$ cat src/processorci_cfg_pkg.sv
`default_nettype none

package processorci_cfg_pkg;

	// Program/data memory, 4 KiB
	localparam int MEM_WORDS = 1024;
	typedef logic [$clog2(MEM_WORDS)-1:0] mem_index_t;

	localparam logic [31:0] MEM_BASE = 32'h0000_0000;
	localparam logic [31:0] MEM_SPAN = 32'h0000_1000;   // Bytes

	// Machine timer block
	localparam logic [31:0] TIMER_BASE  = 32'h8000_0000;
	localparam logic [31:0] TIMER_SPAN  = 32'h0000_0010;
	localparam logic [3:0]  MTIME_LO    = 4'h0;   // Byte offsets
	localparam logic [3:0]  MTIME_HI    = 4'h4;
	localparam logic [3:0]  MTIMECMP_LO = 4'h8;
	localparam logic [3:0]  MTIMECMP_HI = 4'hC;

	typedef logic [63:0] mtime_t;

	// Core held in reset this many cycles after system reset
	localparam int RESET_CLK_CYCLES = 16;
	typedef logic [$clog2(RESET_CLK_CYCLES+1)-1:0] reset_cnt_t;

endpackage

`default_nettype wire

$ cat src/core_reset_ctrl.sv
`default_nettype none

module core_reset_ctrl
	import processorci_cfg_pkg::*;
(
	input  logic sys_clk_i,
	input  logic rst_i,
	output logic rst_core_o
);

	reset_cnt_t cnt_q;

	// Loaded during system reset, counts down once it is released
	always_ff @(posedge sys_clk_i) begin
		if (rst_i)
			cnt_q <= reset_cnt_t'(RESET_CLK_CYCLES);
		else if (cnt_q != '0)
			cnt_q <= cnt_q - 1'b1;
	end

	// Drops right after the last counted edge
	assign rst_core_o = (cnt_q != '0);

endmodule

`default_nettype wire

$ cat config.mk
export PLATFORM = sky130hd
export DESIGN_NAME = core_reset_ctrl
export DESIGN_NICKNAME = d
export VERILOG_FILES = /design/src/processorci_cfg_pkg.sv /design/src/core_reset_ctrl.sv
export SDC_FILE = /design/constraint.sdc
export NUM_CORES = 1
export LEC_CHECK = 0
export ABC_AREA = 0
export BUFFER_PORTS_ARGS = -buffer_cell sky130_fd_sc_hd__buf_2
export CORE_AREA = 3 3 40 42
export CTS_BUF_LIST = sky130_fd_sc_hd__clkbuf_8
export CTS_CLUSTER_DIAMETER = 50
export DETAILED_ROUTE_END_ITERATION = 8
export DIE_AREA = 0 0 43 45
export GPL_TIMING_DRIVEN = 0
export PLACE_DENSITY = 0.43
export SLEW_MARGIN = 30
export SYNTH_ARGS = -nofsm -noshare
export SYNTH_HDL_FRONTEND = slang
export SYNTH_SLANG_ARGS = --single-unit
$ cat constraint.sdc
create_clock -name sys_clk_i -period 4 [get_ports sys_clk_i]
set_clock_uncertainty 0.05 [all_clocks]
set_input_delay 0.8 -clock sys_clk_i [delete_from_list [all_inputs] [get_ports sys_clk_i]]
set_output_delay 0.8 -clock sys_clk_i [all_outputs]
set_load 0.03 [all_outputs]
; ---- Word-level counts from Yosys, hierarchy flattened
; Cells that the tools add are included.
[totals]
in_bits = 2
wordCells = 3
ff_bits = 5
output_inout_bits = 1
[classes]
addsub = 1
n_reduce_logical = 1
[op_table]
columns = operator, n
row1 = $reduce_bool A5 Y1, 1
row2 = $sub A5 B1 Y5 const B, 1

; ---- Depth between registers and ports, before layout
; Gate-level depths: netlist of the first run.
[depth]
word_depth = 1
ltp_mapped = 4
ltp_nobuf = 4

; ---- Worst setup path before layout of the first run
; Ideal clock, no wire load.
[synth_timing]
path_kind = register to output
start = register cnt_q[0]
end = output rst_core_o
t_required_ns = 3.150
path_stages_with_launch = 5
setup_slack_ns = 2.096
t_arrival_ns = 1.054
path_buffers = 0
cell_sequence = dfxtp_1 -> inv_1 -> ha_1 -> nor4b_4 -> inv_1
[synth_between]
elab_chain_len = 1
[synth_rtl]
columns = element, line_no
row1 = "start, declared", core_reset_ctrl.sv:11  ; reset_cnt_t cnt_q;
row2 = "start signal, assigned", core_reset_ctrl.sv:16  ; cnt_q <= reset_cnt_t'(RESET_CLK_CYCLES);
row3 = "start signal, assigned", core_reset_ctrl.sv:18  ; cnt_q <= cnt_q - 1'b1;
row4 = $reduce_bool A5 Y1, core_reset_ctrl.sv:22  ; assign rst_core_o = (cnt_q != '0);
row5 = "end, declared", core_reset_ctrl.sv:8  ; output logic rst_core_o
; Every way passes these cells.

; ---- Final worst setup path of the first run
; Same ends and word-level chain as after synthesis.

==> flow_summary.html, run 1 <==
<table>
<tr><th>Metric</th><th>Value</th></tr>
<tr><th colspan="2">Routing</th></tr>
<tr><td>Via count</td><td>approximately 200</td></tr>
<tr><td>Drt wl/cell</td><td>9.362 um</td></tr>
<tr><td>Detail Route Antenna Nets</td><td>0</td></tr>
<tr><td>Number of DRC markers in iteration 0</td><td>1</td></tr>
<tr><td>Detailed-routing iteration count for the pre-antenna-repair pass</td><td>4</td></tr>
<tr><td>Remaining DRCs</td><td>0</td></tr>
<tr><td>Vias/cell</td><td>roughly 4.3</td></tr>
<tr><td>Final WL</td><td>440 um</td></tr>
<tr><th colspan="2">Layout</th></tr>
<tr><td>Sequential cell area</td><td>about 100 um2</td></tr>
<tr><td>Number of filler instances in the final layout</td><td>between 100 and 150</td></tr>
<tr><td>Count of inserted antenna diode cells</td><td>0</td></tr>
<tr><td>Register with the highest flop count</td><td>cnt_q</td></tr>
<tr><td>Area taken by multi-input logic gates</td><td>170.2 um2</td></tr>
<tr><td>Net total in the final layout</td><td>37</td></tr>
<tr><td>Final instance area</td><td>between 300 and 400 um2</td></tr>
<tr><td>Synthesis-to-finish area growth</td><td>26.22%</td></tr>
<tr><td>Most common cell after layout, fill and taps aside</td><td>sky130_fd_sc_hd__dfxtp_1</td></tr>
<tr><td>Biggest registers after layout</td><td>cnt_q: 5 flops</td></tr>
<tr><td>Max FFs per register</td><td>5</td></tr>
<tr><td>Utilization after layout</td><td>between 20% and 30%</td></tr>
<tr><td>Fraction of layout instances using a drive strength above 1</td><td>between 30% and 40%</td></tr>
<tr><td>Commonest cells after routing, fill and taps aside</td><td>sky130_fd_sc_hd__dfxtp_1, sky130_fd_sc_hd__inv_1, sky130_fd_sc_hd__nor2_1, sky130_fd_sc_hd__clkbuf_8</td></tr>
<tr><th colspan="2">STA</th></tr>
<tr><td>Measured slew at the worst slew-check pin</td><td>about 0.38 ns</td></tr>
<tr><td>Total Negative Setup Slacks</td><td>0 ns</td></tr>
<tr><td>Number of setup violations in the final report</td><td>0</td></tr>
<tr><td>Slew headroom</td><td>about 75%</td></tr>
<tr><td>Final period utilization</td><td>~56%</td></tr>
<tr><td>Final hold viol count</td><td>0</td></tr>
<tr><td>Final-report max-slew violation count</td><td>0</td></tr>
<tr><td>RSZ-0062 raised after global routing</td><td>no</td></tr>
<tr><td>Top achievable clock speed</td><td>between 0.4 and 0.5 GHz</td></tr>
<tr><td>Least setup slack across all paths after layout</td><td>around 1.7 ns</td></tr>
<tr><td>Time the worst path needs with I/O delays and setup</td><td>approximately 2.3 ns</td></tr>
<tr><th colspan="2">Place</th></tr>
<tr><td>Cell area after placement</td><td>slightly above 300 um2</td></tr>
<tr><td>Count of buffers from port buffering</td><td>2</td></tr>
<tr><td>Final GP Congestion</td><td>0.6890</td></tr>
<tr><td>Post-placement worst setup slack</td><td>1.961 ns</td></tr>
<tr><th colspan="2">Die</th></tr>
<tr><td>Core box area</td><td>around 0.0013 mm2</td></tr>
<tr><td>Y dimension of the die</td><td>around 45 um</td></tr>
<tr><td>Ports placed on the boundary</td><td>3</td></tr>
<tr><td>Effective utilization at floorplan</td><td>between 20% and 30%</td></tr>
<tr><td>Die Span X</td><td>~43 um</td></tr>
<tr><td>Area enclosed by the die boundary</td><td>about 0.0019 mm2</td></tr>
<tr><td>Placement Rows</td><td>13</td></tr>
<tr><th colspan="2">Synth</th></tr>
<tr><td>Number of nets produced by synthesis</td><td>30</td></tr>
<tr><td>Sequential-to-total area share from yosys stat</td><td>between 30% and 40%</td></tr>
<tr><td>Number of distinct library cells after synthesis</td><td>15</td></tr>
<tr><td>Total number of yosys warnings</td><td>0</td></tr>
<tr><td>Total of flip-flops plus latches after synthesis</td><td>5</td></tr>
<tr><td>Synthesized instance count</td><td>26</td></tr>
<tr><td>Synthesized area per cell</td><td>around 11 um2</td></tr>
<tr><td>Mapped cell area</td><td>roughly 280 um2</td></tr>
<tr><th colspan="2">Clock network</th></tr>
<tr><td>Clock latency reported for the late side of the worst-skew pair</td><td>~0.22 ns</td></tr>
<tr><td>TritonCTS clock tree</td><td>done</td></tr>
<tr><td>Number of setup buffers added after CTS</td><td>0</td></tr>
<tr><td>Clock input transition at the sequential cells of the worst setup and hold paths</td><td>around 0.030 ns</td></tr>
<tr><td>Clock root buffer</td><td>sky130_fd_sc_hd__clkbuf_8</td></tr>
<tr><td>Clock H-tree levels</td><td>1</td></tr>
<tr><td>Number of CTS-inserted buffers</td><td>3</td></tr>
<tr><td>Deepest clock path buffer count</td><td>2</td></tr>
<tr><td>Cts repair resizes</td><td>0</td></tr>
<tr><td>Number of sinks handled by clock tree synthesis</td><td>5</td></tr>
<tr><td>Number of buffers inserted by hold repair at cts</td><td>0</td></tr>
<tr><th colspan="2">Worst setup path</th></tr>
<tr><td>Worst path most repeated cell</td><td>sky130_fd_sc_hd__inv_1</td></tr>
<tr><td>Slowest library cell on the worst path</td><td>sky130_fd_sc_hd__nor4b_4</td></tr>
<tr><td>Series of cell instances along the critical path</td><td>inv_1, ha_1, nor4b_4, inv_1, buf_2</td></tr>
<tr><td>Number of buffer and inverter instances along the worst setup path</td><td>3</td></tr>
<tr><td>Largest stage delay on the critical path</td><td>between 0.3 and 0.4 ns</td></tr>
<tr><td>Required time at the worst-slack endpoint</td><td>3.15 ns</td></tr>
<tr><td>Critical path arrival</td><td>between 1 and 1.5 ns</td></tr>
<tr><td>Critical path capture point type</td><td>primary output</td></tr>
<tr><td>Crit path kind</td><td>reg2out</td></tr>
<tr><td>Highest net fanout along the worst path</td><td>5</td></tr>
<tr><td>Kind of cell with the highest combined delay on the critical path</td><td>simple AND/OR/NAND/NOR gates</td></tr>
<tr><td>Critical path launch point type</td><td>flop</td></tr>
<tr><th colspan="2">Pwr</th></tr>
<tr><td>Leakage</td><td>between 0.1 and 0.15 nW</td></tr>
<tr><td>Total power per unit cell area</td><td>865.1 mW/mm2</td></tr>
<tr><td>Maximum VDD drop</td><td>0.2421 mV</td></tr>
<tr><th colspan="2">Job</th></tr>
<tr><td># Max-Cap Violations</td><td>0</td></tr>
<tr><th colspan="2">Outcome</th></tr>
<tr><td>Status</td><td>complete, no violations</td></tr>
<tr><th colspan="2">Global routing</th></tr>
<tr><td>Wire length of the first global-routing pass</td><td>between 700 and 800 um</td></tr>
<tr><td>Number of antenna violations at the first check in global routing</td><td>0</td></tr>
<tr><td>Largest net degree at the start of global routing</td><td>9</td></tr>
<tr><td>GRT Total Usage</td><td>5.657%</td></tr>
<tr><td>Vias in the first global route</td><td>just under 200</td></tr>
<tr><td>Total overflow reported by the global router</td><td>0</td></tr>
<tr><th colspan="2">Worst hold path</th></tr>
<tr><td>Hold Crit Class</td><td>reg2reg</td></tr>
</table>
## power by group
group          internal [mW]  total [mW]  switching [mW]
logic                 0.0671       0.111          0.0443
registers             0.0738       0.108          0.0338
clock network         0.0656      0.0885          0.0229
total                  0.206       0.307           0.101
## stage by stage
step / power [mW] / hold slack [ns] / instances
final: 0.3074 / 0.5088 / 47
after global routing: 0.3281 / 0.5404 / 47
after CTS: 0.3127 / 0.5151 / 47
after detailed placement: 0.2195 / 0.5120 / 43
after global placement: 0.2162 / 0.4907 / 43
after floorplan: 0.1979 / 0.4716 / 26
## worst paths after layout
kind             from  slack (ns)    endpoint  cells after the start
min          cnt_q[4]        0.51    cnt_q[4]                      2
max          cnt_q[0]        1.74  rst_core_o                      5
max reg2reg  cnt_q[0]        2.51    cnt_q[1]                      4
min reg2reg  cnt_q[4]        0.51    cnt_q[4]                      2
## cells in the mapped netlist (all sizes together)
| master | count | area share, % |
|---|---|---|
| nor2 | 3 | 4.0 |
| nor2b | 2 | 4.4 |
| mux2 | 2 | 8.0 |
| dfxtp | 5 | 36 |
| nor3 | 1 | 1.8 |
| o31ai | 1 | 2.7 |
| or4b | 1 | 3.6 |
| or4 | 1 | 4.0 |
| nand4bb | 1 | 4.0 |
| nor4b | 1 | 8.4 |
| ha | 2 | 8.9 |
| xnor2 | 1 | 3.1 |
| a211oi | 1 | 4.4 |
| inv | 3 | 4.0 |
| a2bb2oi | 1 | 3.1 |
## logic make-up after synthesis
| kind of cell | share of synthesized area [%] |
|---|---|
| compound gates | 10.22 |
| xor+xnor | 3.112 |
| fa+ha+maj | 8.887 |
| buf+inv | 4.000 |
| flops | 35.56 |
| mux | 7.999 |
| simple gates | 30.22 |
## layer usage
metal  up-vias  share of wire (%)  GRT usage (%)
li1        106                  -              -
met1        95                 40          4.327
met2         3                 57          8.683
met3         0                3.6          2.390
met4         0                  0          9.036
met5         -                  0              0
## tightest hold or removal path: cells and delay by family (launching register included)
kind / cells / cell delay (ns)
DFF: 1 / 0.33
AOI/OAI and AO/OA: 1 / 0.06
and+or+nand+nor: 1 / 0.11
## cell type report
class,count,share of cell area [%]
tap,15,5.282
clock buffer,3,11.62
inverter,3,3.169
timing repair buffer,2,2.817
clock inverter,1,1.056
sequential,5,28.17
multi-input combinational,18,47.89
Note: power is estimated with default switching activity, not from simulation.
==> run 2, diff against run 1 <==
--- a/config.mk
+++ b/config.mk
@@ -5,7 +5,7 @@
 export SDC_FILE = /design/constraint.sdc
 export NUM_CORES = 1
 export LEC_CHECK = 0
-export ABC_AREA = 0
+export ABC_AREA = 1
 export BUFFER_PORTS_ARGS = -buffer_cell sky130_fd_sc_hd__buf_2
 export CORE_AREA = 3 3 40 42
 export CTS_BUF_LIST = sky130_fd_sc_hd__clkbuf_8
@@ -13,7 +13,7 @@
 export DETAILED_ROUTE_END_ITERATION = 8
 export DIE_AREA = 0 0 43 45
 export GPL_TIMING_DRIVEN = 0
-export PLACE_DENSITY = 0.43
+export PLACE_DENSITY = 0.42
 export SLEW_MARGIN = 30
 export SYNTH_ARGS = -nofsm -noshare
 export SYNTH_HDL_FRONTEND = slang
==> constraint.sdc (replaced) <==
create_clock -name sys_clk_i -period 2.3 [get_ports sys_clk_i]
set_clock_uncertainty 0.05 [all_clocks]
set_input_delay 0.46 -clock sys_clk_i [delete_from_list [all_inputs] [get_ports sys_clk_i]]
set_output_delay 0.46 -clock sys_clk_i [all_outputs]
set_load 0.03 [all_outputs]
==> run 2 against run 1 <==
  * Sequential share of layout area is 0.92 points higher
  * Flip-flop and latch count stayed put
  * Count of clock-buffer cells in the layout stayed put
  * Wire length is 5.7% higher
  * Cell count is 26% higher
  * Register-to-register slack worse by 1.4 ns
  * Highest routed layer unchanged
  * Final area is 3.2% lower
  * Worst hold slack worse by 0.082 ns
  * Power is 73% higher
  * Largest cell class unchanged
  * Global-route usage is 0.42 points higher
  * Synthesized cell count is 46% higher
==> flow_summary.html, run 2 <==
<table>
<tr><th>Metric</th><th>Value</th></tr>
<tr><th colspan="2">STA</th></tr>
<tr><td>Slew headroom</td><td>84.82% (was 74.61%)</td></tr>
<tr><td>Top achievable clock speed</td><td>approximately 0.54 GHz</td></tr>
<tr><td>Final period utilization</td><td>~81%</td></tr>
<tr><td>Least setup slack across all paths after layout</td><td>0.4331 ns (was 1.743 ns)</td></tr>
<tr><td>Time the worst path needs with I/O delays and setup</td><td>1.867 ns</td></tr>
<tr><td>Final-report max-slew violation count</td><td>0 (unchanged)</td></tr>
<tr><td>Measured slew at the worst slew-check pin</td><td>0.2275 ns (was 0.3792 ns)</td></tr>
<tr><td>Total Negative Setup Slacks</td><td>0 ns (unchanged)</td></tr>
<tr><td>Number of setup violations in the final report</td><td>0 (unchanged)</td></tr>
<tr><td>Final hold viol count</td><td>0 (unchanged)</td></tr>
<tr><td>RSZ-0062 raised after global routing</td><td>no (unchanged)</td></tr>
<tr><td>Minimum hold slack</td><td>0.4263 ns (was 0.5088 ns)</td></tr>
<tr><th colspan="2">Job</th></tr>
<tr><td># Max-Cap Violations</td><td>0 (unchanged)</td></tr>
<tr><th colspan="2">Synth</th></tr>
<tr><td>Cells taking the most area after synthesis</td><td>sky130_fd_sc_hd__dfxtp_1, sky130_fd_sc_hd__nand2_1, sky130_fd_sc_hd__ha_1, sky130_fd_sc_hd__nand3_1, sky130_fd_sc_hd__nor2_1 (was sky130_fd_sc_hd__dfxtp_1, sky130_fd_sc_hd__ha_1, sky130_fd_sc_hd__nor4b_4, sky130_fd_sc_hd__mux2_2, sky130_fd_sc_hd__a211oi_2)</td></tr>
<tr><td>Total of flip-flops plus latches after synthesis</td><td>5 (unchanged)</td></tr>
<tr><td>Post-synth EDFFs</td><td>0 (unchanged)</td></tr>
<tr><td>Mapped cell area</td><td>270.3 um2 (was 281.5 um2)</td></tr>
<tr><td>Synthesized area per cell</td><td>7.112 um2 (was 10.83 um2)</td></tr>
<tr><td>Synthesized instance count</td><td>38 (was 26)</td></tr>
<tr><td>Most area-hungry cell type in the Yosys netlist</td><td>sky130_fd_sc_hd__dfxtp_1 (unchanged)</td></tr>
<tr><td>Number of nets produced by synthesis</td><td>42 (was 30)</td></tr>
<tr><td>Share of synthesized flip-flops with an asynchronous set or reset</td><td>0% (unchanged)</td></tr>
<tr><td>Total number of yosys warnings</td><td>0 (unchanged)</td></tr>
<tr><td>Number of distinct library cells after synthesis</td><td>12 (was 15)</td></tr>
<tr><td>Most used flip-flop cell after synthesis</td><td>sky130_fd_sc_hd__dfxtp_1 (unchanged)</td></tr>
<tr><td>Most common library cells after synthesis</td><td>sky130_fd_sc_hd__nand2_1, sky130_fd_sc_hd__nor2_1, sky130_fd_sc_hd__dfxtp_1, sky130_fd_sc_hd__inv_1, sky130_fd_sc_hd__nand3_1 (was sky130_fd_sc_hd__dfxtp_1, sky130_fd_sc_hd__inv_1, sky130_fd_sc_hd__nor2_1)</td></tr>
<tr><td>Share of the synthesized area in the top cell type</td><td>37.04% (was 35.56%)</td></tr>
<tr><td>Most frequent cell after synthesis</td><td>sky130_fd_sc_hd__nand2_1 (was sky130_fd_sc_hd__dfxtp_1)</td></tr>
<tr><td>Sequential-to-total area share from yosys stat</td><td>37.04% (was 35.56%)</td></tr>
<tr><th colspan="2">Layout</th></tr>
<tr><td>Number of filler instances in the final layout</td><td>140 (was 129)</td></tr>
<tr><td>Commonest cells after routing, fill and taps aside</td><td>sky130_fd_sc_hd__nand2_1, sky130_fd_sc_hd__inv_1, sky130_fd_sc_hd__nor2_1, sky130_fd_sc_hd__nand3_1, sky130_fd_sc_hd__dfxtp_1 (was sky130_fd_sc_hd__dfxtp_1, sky130_fd_sc_hd__inv_1, sky130_fd_sc_hd__nor2_1, sky130_fd_sc_hd__clkbuf_8)</td></tr>
<tr><td>Count of inserted antenna diode cells</td><td>0 (unchanged)</td></tr>
<tr><td>Most common cell after layout, fill and taps aside</td><td>sky130_fd_sc_hd__nand2_1 (was sky130_fd_sc_hd__dfxtp_1)</td></tr>
<tr><td>Fraction of layout instances using a drive strength above 1</td><td>22.73% (was 31.25%)</td></tr>
<tr><td>Biggest registers after layout</td><td>cnt_q: 5 flops (unchanged)</td></tr>
<tr><td>Sequential cell area</td><td>100.1 um2 (unchanged)</td></tr>
<tr><td>Register with the highest flop count</td><td>cnt_q (unchanged)</td></tr>
<tr><td>Final instance area</td><td>344.1 um2 (was 355.3 um2)</td></tr>
<tr><td>Synthesis-to-finish area growth</td><td>27.31% (was 26.22%)</td></tr>
<tr><td>Net total in the final layout</td><td>49 (was 37)</td></tr>
<tr><td>Max FFs per register</td><td>5 (unchanged)</td></tr>
<tr><td>Area taken by multi-input logic gates</td><td>147.6 um2 (was 170.2 um2)</td></tr>
<tr><th colspan="2">Clock network</th></tr>
<tr><td>Number of buffers inserted by hold repair at cts</td><td>0 (unchanged)</td></tr>
<tr><td>Number of setup buffers added after CTS</td><td>0 (unchanged)</td></tr>
<tr><td>Deepest clock path buffer count</td><td>2 (unchanged)</td></tr>
<tr><td>Number of sinks handled by clock tree synthesis</td><td>5 (unchanged)</td></tr>
<tr><td>TritonCTS clock tree</td><td>done (unchanged)</td></tr>
<tr><td>Clock latency reported for the late side of the worst-skew pair</td><td>0.22 ns (about the same)</td></tr>
<tr><td>Number of CTS-inserted buffers</td><td>3 (unchanged)</td></tr>
<tr><td>Clock root buffer</td><td>sky130_fd_sc_hd__clkbuf_8 (unchanged)</td></tr>
<tr><td>Clock input transition at the sequential cells of the worst setup and hold paths</td><td>0.04 ns (was 0.03 ns)</td></tr>
<tr><td>Clock H-tree levels</td><td>1 (unchanged)</td></tr>
<tr><td>Cts repair resizes</td><td>0 (unchanged)</td></tr>
<tr><th colspan="2">Worst setup path</th></tr>
<tr><td>Required time at the worst-slack endpoint</td><td>1.79 ns (was 3.15 ns)</td></tr>
<tr><td>Critical path launch point type</td><td>flop (unchanged)</td></tr>
<tr><td>Critical path capture point type</td><td>primary output (unchanged)</td></tr>
<tr><td>Highest net fanout along the worst path</td><td>6 (was 5)</td></tr>
<tr><td>Setup slack, reg-to-reg</td><td>1.06 ns (was 2.51 ns)</td></tr>
<tr><td>Slowest library cell on the worst path</td><td>sky130_fd_sc_hd__dfxtp_1 (was sky130_fd_sc_hd__nor4b_4)</td></tr>
<tr><td>Number of buffer and inverter instances along the worst setup path</td><td>3 (unchanged)</td></tr>
<tr><td>Critical path arrival</td><td>1.36 ns (was 1.41 ns)</td></tr>
<tr><td>Largest stage delay on the critical path</td><td>0.29 ns (was 0.35 ns)</td></tr>
<tr><td>Kind of cell with the highest combined delay on the critical path</td><td>buffers and inverters (was simple AND/OR/NAND/NOR gates)</td></tr>
<tr><td>Crit path kind</td><td>reg2out (unchanged)</td></tr>
<tr><td>Series of cell instances along the critical path</td><td>inv_1, ha_1, inv_1, nor2_2, nand2_2, buf_2 (was inv_1, ha_1, nor4b_4, inv_1, buf_2)</td></tr>
<tr><td>Worst path most repeated cell</td><td>sky130_fd_sc_hd__inv_1 (unchanged)</td></tr>
<tr><th colspan="2">Pwr</th></tr>
<tr><td>Leakage</td><td>0.1688 nW (was 0.1421 nW)</td></tr>
<tr><td>Overall power of the completed layout</td><td>0.5325 mW (was 0.3074 mW)</td></tr>
<tr><td>Total power per unit cell area</td><td>1548 mW/mm2 (was 865.1 mW/mm2)</td></tr>
<tr><td>Maximum VDD drop</td><td>0.6008 mV (was 0.2421 mV)</td></tr>
<tr><th colspan="2">Routing</th></tr>
<tr><td>Number of DRC markers in iteration 0</td><td>4 (was 1)</td></tr>
<tr><td>Via count</td><td>221 (was 204)</td></tr>
<tr><td>Vias/cell</td><td>3.746 (was 4.340)</td></tr>
<tr><td>Remaining DRCs</td><td>0 (unchanged)</td></tr>
<tr><td>Final WL</td><td>465 um (was 440 um)</td></tr>
<tr><td>Detailed-routing iteration count for the pre-antenna-repair pass</td><td>2 (was 4)</td></tr>
<tr><td>Detail Route Antenna Nets</td><td>0 (unchanged)</td></tr>
<tr><td>Drt wl/cell</td><td>7.881 um (was 9.362 um)</td></tr>
<tr><th colspan="2">Global routing</th></tr>
<tr><td>Number of antenna violations at the first check in global routing</td><td>0 (unchanged)</td></tr>
<tr><td>Wire length of the first global-routing pass</td><td>834 um (was 717 um)</td></tr>
<tr><td>Largest net degree at the start of global routing</td><td>8 (was 9)</td></tr>
<tr><td>Total overflow reported by the global router</td><td>0 (unchanged)</td></tr>
<tr><td>GRT Total Usage</td><td>6.078% (was 5.657%)</td></tr>
<tr><td>Vias in the first global route</td><td>202 (was 196)</td></tr>
<tr><th colspan="2">Die</th></tr>
<tr><td>Die Span X</td><td>43 um (unchanged)</td></tr>
<tr><td>Core box area</td><td>0.001285 mm2 (unchanged)</td></tr>
<tr><td>Ports placed on the boundary</td><td>3 (unchanged)</td></tr>
<tr><td>Placement Rows</td><td>13 (unchanged)</td></tr>
<tr><td>Effective utilization at floorplan</td><td>21.03% (was 21.91%)</td></tr>
<tr><td>Area enclosed by the die boundary</td><td>0.001935 mm2 (unchanged)</td></tr>
<tr><td>Y dimension of the die</td><td>45 um (unchanged)</td></tr>
<tr><th colspan="2">Place</th></tr>
<tr><td>Final GP Congestion</td><td>0.6995 (was 0.6890)</td></tr>
<tr><td>Cell area after placement</td><td>299.0 um2 (was 310.3 um2)</td></tr>
<tr><td>Count of buffers from port buffering</td><td>2 (unchanged)</td></tr>
<tr><td>Post-placement worst setup slack</td><td>0.6453 ns (was 1.961 ns)</td></tr>
<tr><th colspan="2">Worst hold path</th></tr>
<tr><td>Hold Crit Class</td><td>in2reg (was reg2reg)</td></tr>
<tr><th colspan="2">Outcome</th></tr>
<tr><td>Status</td><td>complete, no violations (unchanged)</td></tr>
</table>
[run 2: changes by cell type after synthesis, sizes merged, moves of 2 or more]
cell   previous run  this run
nand3             0         5
nor2              3         8
mux2              2         0
nand2             0         9
inv               3         6
nor2b             2         0
a21oi             0         2
[run 2: layer usage]
layer | GRT usage [%] | share of wire, % | vias up
li1 | - | - | 128
met1 | 7.470 | 54 | 87
met2 | 8.084 | 41 | 6
met3 | 4.781 | 5.2 | 0
met4 | 1.807 | 0 | 0
met5 | 0 | 0 | -
[run 2: cell families (layout without fill, tap and decap cells)]
logic type                 Yosys count  after routing  synth area share (%)
DFF                                  5              5                 37.04
xor gates and xnor gates             1              1                 3.241
adders and majority gates            2              2                 9.258
and+or+nand+nor                     22             22                 38.43
AOI/OAI and AO/OA                    2              2                 3.704
buffers and inverters                6             12                 8.333
[run 2: power breakdown]
| part | internal, mW | switching (mW) | leakage (nW) | total (mW) |
|---|---|---|---|---|
| Clock | 0.114 | 0.0410 | 0.0269 | 0.155 |
| Combinational | 0.0822 | 0.133 | 0.100 | 0.215 |
| Sequential | 0.127 | 0.0353 | 0.0417 | 0.162 |
[run 2: layout make-up]
type | instances | area share, %
well taps | 15 | 5.455
repair buffers | 2 | 2.909
flip-flops and latches | 5 | 29.09
clock inverters | 1 | 1.091
multi-input cells | 27 | 42.91
clock buffers | 3 | 12.00
inverters | 6 | 6.545
[run 2: worst paths after layout]
| kind | end | cells past startpoint | startpoint |
|---|---|---|---|
| setup / recovery | rst_core_o | 6 | cnt_q[0] |
| hold / removal | cnt_q[4] | 3 | rst_i |
| setup reg to reg | cnt_q[1] | 7 | cnt_q[0] |
| hold reg to reg | cnt_q[4] | 2 | cnt_q[4] |
[run 2: worst min-delay path: stages]
cell,delay [ns]
sky130_fd_sc_hd__buf_2,0.08
sky130_fd_sc_hd__inv_2,0.05
sky130_fd_sc_hd__nand3_1,0.07
[run 2: metrics by stage]
stage / utilization [%] / cells
2_1_floorplan: - / 38
3_3_place_gp: 23.27 / 55
3_5_place_dp: 23.27 / 55
4_1_cts: 26.78 / 59
5_1_grt: 26.78 / 59
6_report: 26.78 / 59
==> run 3, diff against run 2 <==
--- a/config.mk
+++ b/config.mk
@@ -5,7 +5,7 @@
 export SDC_FILE = /design/constraint.sdc
 export NUM_CORES = 1
 export LEC_CHECK = 0
-export ABC_AREA = 1
+export ABC_AREA = 0
 export BUFFER_PORTS_ARGS = -buffer_cell sky130_fd_sc_hd__buf_2
 export CORE_AREA = 3 3 40 42
 export CTS_BUF_LIST = sky130_fd_sc_hd__clkbuf_8
@@ -13,7 +13,7 @@
 export DETAILED_ROUTE_END_ITERATION = 8
 export DIE_AREA = 0 0 43 45
 export GPL_TIMING_DRIVEN = 0
-export PLACE_DENSITY = 0.42
+export PLACE_DENSITY = 0.44
 export SLEW_MARGIN = 30
 export SYNTH_ARGS = -nofsm -noshare
 export SYNTH_HDL_FRONTEND = slang
==> constraint.sdc (replaced) <==
create_clock -name sys_clk_i -period 1.68 [get_ports sys_clk_i]
set_clock_uncertainty 0.05 [all_clocks]
set_input_delay 0.336 -clock sys_clk_i [delete_from_list [all_inputs] [get_ports sys_clk_i]]
set_output_delay 0.336 -clock sys_clk_i [all_outputs]
set_load 0.03 [all_outputs]
==> run 3 against run 2 <==
  * Count of clock-buffer cells in the layout is the same
  * Wire length grew 7.1%
  * First-iteration DRC count grew 100%
  * Non-clock buffer count grew 1
  * Setup slack lost 0.34 ns
  * Combinational power grew 41%
  * Cell count shrank 19%
  * Register-to-register slack lost 0.81 ns
  * Critical endpoint unchanged
  * Largest power group unchanged
==> flow_summary.html, run 3 (synthesis gave the netlist of run 1 again) <==
<table>
<tr><th>Metric</th><th>Value</th></tr>
<tr><th colspan="2">Routing</th></tr>
<tr><td>Detail Route Antenna Nets</td><td>0 (unchanged)</td></tr>
<tr><td>Detailed-routing iteration count for the pre-antenna-repair pass</td><td>4 (was 2)</td></tr>
<tr><td>Vias/cell</td><td>4.417 (was 3.746)</td></tr>
<tr><td>Drt wl/cell</td><td>10.38 um (was 7.881 um)</td></tr>
<tr><td>Number of DRC markers in iteration 0</td><td>8 (was 4)</td></tr>
<tr><td>Remaining DRCs</td><td>0 (unchanged)</td></tr>
<tr><td>Via count</td><td>212 (was 221)</td></tr>
<tr><td>Final WL</td><td>498 um (was 465 um)</td></tr>
<tr><th colspan="2">Clock network</th></tr>
<tr><td>Clock H-tree levels</td><td>1 (unchanged)</td></tr>
<tr><td>Number of buffers inserted by hold repair at cts</td><td>0 (unchanged)</td></tr>
<tr><td>Clock latency reported for the late side of the worst-skew pair</td><td>0.22 ns (about the same)</td></tr>
<tr><td>Clock input transition at the sequential cells of the worst setup and hold paths</td><td>0.03 ns (was 0.04 ns)</td></tr>
<tr><td>Deepest clock path buffer count</td><td>2 (unchanged)</td></tr>
<tr><td>Number of sinks handled by clock tree synthesis</td><td>5 (unchanged)</td></tr>
<tr><td>Number of CTS-inserted buffers</td><td>3 (unchanged)</td></tr>
<tr><td>Clock root buffer</td><td>sky130_fd_sc_hd__clkbuf_8 (unchanged)</td></tr>
<tr><td>TritonCTS clock tree</td><td>done (unchanged)</td></tr>
<tr><th colspan="2">Place</th></tr>
<tr><td>Detailed-placement wirelength estimate</td><td>roughly 380 um</td></tr>
<tr><td>Final GP Congestion</td><td>0.6897 (was 0.6995)</td></tr>
<tr><td>Placed insts</td><td>43 (was 55)</td></tr>
<tr><td>Cell area after placement</td><td>310.3 um2 (was 299.0 um2)</td></tr>
<tr><td>Count of buffers from port buffering</td><td>2 (unchanged)</td></tr>
<tr><th colspan="2">Global routing</th></tr>
<tr><td>Vias in the first global route</td><td>240 (was 202)</td></tr>
<tr><td>Number of antenna violations at the first check in global routing</td><td>0 (unchanged)</td></tr>
<tr><td>GRT Total Usage</td><td>6.328% (was 6.078%)</td></tr>
<tr><td>Wire length of the first global-routing pass</td><td>917 um (was 834 um)</td></tr>
<tr><td>Largest net degree at the start of global routing</td><td>9 (was 8)</td></tr>
<tr><td>Total overflow reported by the global router</td><td>0 (unchanged)</td></tr>
<tr><th colspan="2">Die</th></tr>
<tr><td>Placement Rows</td><td>13 (unchanged)</td></tr>
<tr><td>Core box area</td><td>0.001285 mm2 (unchanged)</td></tr>
<tr><td>Y dimension of the die</td><td>45 um (unchanged)</td></tr>
<tr><td>Effective utilization at floorplan</td><td>21.91% (was 21.03%)</td></tr>
<tr><td>Ports placed on the boundary</td><td>3 (unchanged)</td></tr>
<tr><td>Area enclosed by the die boundary</td><td>0.001935 mm2 (unchanged)</td></tr>
<tr><td>Die Span X</td><td>43 um (unchanged)</td></tr>
<tr><th colspan="2">Worst setup path</th></tr>
<tr><td>Largest stage delay on the critical path</td><td>0.33 ns (was 0.29 ns)</td></tr>
<tr><td>Slowest library cell on the worst path</td><td>sky130_fd_sc_hd__dfxtp_2 (was sky130_fd_sc_hd__dfxtp_1)</td></tr>
<tr><td>Required time at the worst-slack endpoint</td><td>1.29 ns (was 1.79 ns)</td></tr>
<tr><td>Kind of cell with the highest combined delay on the critical path</td><td>flip-flops (was buffers and inverters)</td></tr>
<tr><td>Critical path launch point type</td><td>flop (unchanged)</td></tr>
<tr><td>Series of cell instances along the critical path</td><td>inv_2, ha_4, nor4b_4, inv_1, buf_6 (was inv_1, ha_1, inv_1, nor2_2, nand2_2, buf_2)</td></tr>
<tr><td>Crit path kind</td><td>reg2out (unchanged)</td></tr>
<tr><td>Highest net fanout along the worst path</td><td>5 (was 6)</td></tr>
<tr><td>Critical path capture point type</td><td>primary output (unchanged)</td></tr>
<tr><td>Number of buffer and inverter instances along the worst setup path</td><td>3 (unchanged)</td></tr>
<tr><td>Critical path arrival</td><td>1.20 ns (was 1.36 ns)</td></tr>
<tr><th colspan="2">Layout</th></tr>
<tr><td>Commonest cells after routing, fill and taps aside</td><td>sky130_fd_sc_hd__nor2_1, sky130_fd_sc_hd__clkbuf_8, sky130_fd_sc_hd__dfxtp_1 (was sky130_fd_sc_hd__nand2_1, sky130_fd_sc_hd__inv_1, sky130_fd_sc_hd__nor2_1, sky130_fd_sc_hd__nand3_1, sky130_fd_sc_hd__dfxtp_1)</td></tr>
<tr><td>Net total in the final layout</td><td>38 (was 49)</td></tr>
<tr><td>Count of inserted antenna diode cells</td><td>0 (unchanged)</td></tr>
<tr><td>Synthesis-to-finish area growth</td><td>36.44% (was 27.31%)</td></tr>
<tr><td>Biggest registers after layout</td><td>cnt_q: 5 flops (unchanged)</td></tr>
<tr><td>Utilization after layout</td><td>29.89% (was 26.78%)</td></tr>
<tr><td>Max FFs per register</td><td>5 (unchanged)</td></tr>
<tr><td>Final instance area</td><td>384.1 um2 (was 344.1 um2)</td></tr>
<tr><td>Register with the highest flop count</td><td>cnt_q (unchanged)</td></tr>
<tr><td>Fraction of layout instances using a drive strength above 1</td><td>48.48% (was 22.73%)</td></tr>
<tr><td>Final Non-Filler Cells</td><td>48 (was 59)</td></tr>
<tr><th colspan="2">STA</th></tr>
<tr><td>Measured slew at the worst slew-check pin</td><td>0.2649 ns (was 0.2275 ns)</td></tr>
<tr><td>Total Negative Setup Slacks</td><td>0 ns (unchanged)</td></tr>
<tr><td>Top achievable clock speed</td><td>around 0.63 GHz</td></tr>
<tr><td>Number of setup violations in the final report</td><td>0 (unchanged)</td></tr>
<tr><td>Final hold viol count</td><td>0 (unchanged)</td></tr>
<tr><td>Final-report max-slew violation count</td><td>0 (unchanged)</td></tr>
<tr><td>Slew headroom</td><td>82.31% (was 84.82%)</td></tr>
<tr><td>RSZ-0062 raised after global routing</td><td>no (unchanged)</td></tr>
<tr><td>Time the worst path needs with I/O delays and setup</td><td>1.586 ns</td></tr>
<tr><td>Final period utilization</td><td>94.41%</td></tr>
<tr><th colspan="2">Pwr</th></tr>
<tr><td>Leakage</td><td>0.1511 nW (was 0.1688 nW)</td></tr>
<tr><td>Total power per unit cell area</td><td>2025 mW/mm2 (was 1548 mW/mm2)</td></tr>
<tr><td>Maximum VDD drop</td><td>0.7306 mV (was 0.6008 mV)</td></tr>
<tr><th colspan="2">Job</th></tr>
<tr><td># Max-Cap Violations</td><td>0 (unchanged)</td></tr>
<tr><th colspan="2">Worst hold path</th></tr>
<tr><td>Hold Crit Class</td><td>in2reg (unchanged)</td></tr>
<tr><th colspan="2">Outcome</th></tr>
<tr><td>Status</td><td>complete, no violations (unchanged)</td></tr>
</table>
## run 3: layout make-up
| class | instances | area (um2) |
|---|---|---|
| multi-input combinational | 18 | 182.7 |
| tap | 15 | 18.77 |
| timing repair buffer | 3 | 23.77 |
| fill | 138 | 900.9 |
| clock buffer | 3 | 41.29 |
| clock inverter | 1 | 3.754 |
| sequential | 5 | 102.6 |
| inverter | 3 | 11.26 |
## run 3: worst paths after layout
kind | start | endpoint | slack [ns] | cells after the start
hold reg to reg | cnt_q[3] | cnt_q[3] | 0.51 | 2
hold / removal | rst_i | cnt_q[3] | 0.34 | 2
setup reg to reg | cnt_q[0] | cnt_q[0] | 0.25 | 5
setup / recovery | cnt_q[0] | rst_core_o | 0.09 | 5
## run 3: worst register-to-register path: stages, from the launching register on
cell and delay (ns):
sky130_fd_sc_hd__dfxtp_2 0.33, sky130_fd_sc_hd__inv_2 0.08, sky130_fd_sc_hd__ha_4 0.13, sky130_fd_sc_hd__nor4b_4 0.22, sky130_fd_sc_hd__buf_4 0.19, sky130_fd_sc_hd__mux2_2 0.32
## run 3: per-stage QoR
| stage | power [mW] | setup slack [ns] | hold slack (ns) |
|---|---|---|---|
| after floorplan | 0.4711 | 0.2400 | 0.3590 |
| after global placement | 0.5127 | 0.1241 | 0.4917 |
| after detailed placement | 0.5295 | 0.07865 | 0.5137 |
| after CTS | 0.7602 | 0.00005240 | 0.3421 |
| after global routing | 0.8359 | 0.005429 | 0.3518 |
| final | 0.7777 | 0.09395 | 0.3428 |
## run 3: timing repair
action,CTS,global route
buffers inserted,1,0
gates resized for setup,1,7
endpoints found under the setup margin,1,1
hold endpoints to repair,0,0
## run 3: routing by layer
| metal | global-route usage (%) | vias to the layer above | share of wire [%] |
|---|---|---|---|
| met5 | 0 | - | 0 |
| met4 | 3.614 | 0 | 0 |
| met3 | 2.390 | 0 | 4.0 |
| met2 | 11.68 | 5 | 53 |
| met1 | 6.024 | 99 | 42 |
| li1 | - | 108 | - |
## run 3: power breakdown
group	internal (mW)	switching, mW
logic	0.186	0.118
registers	0.180	0.0838
clock network	0.156	0.0535
total	0.523	0.255
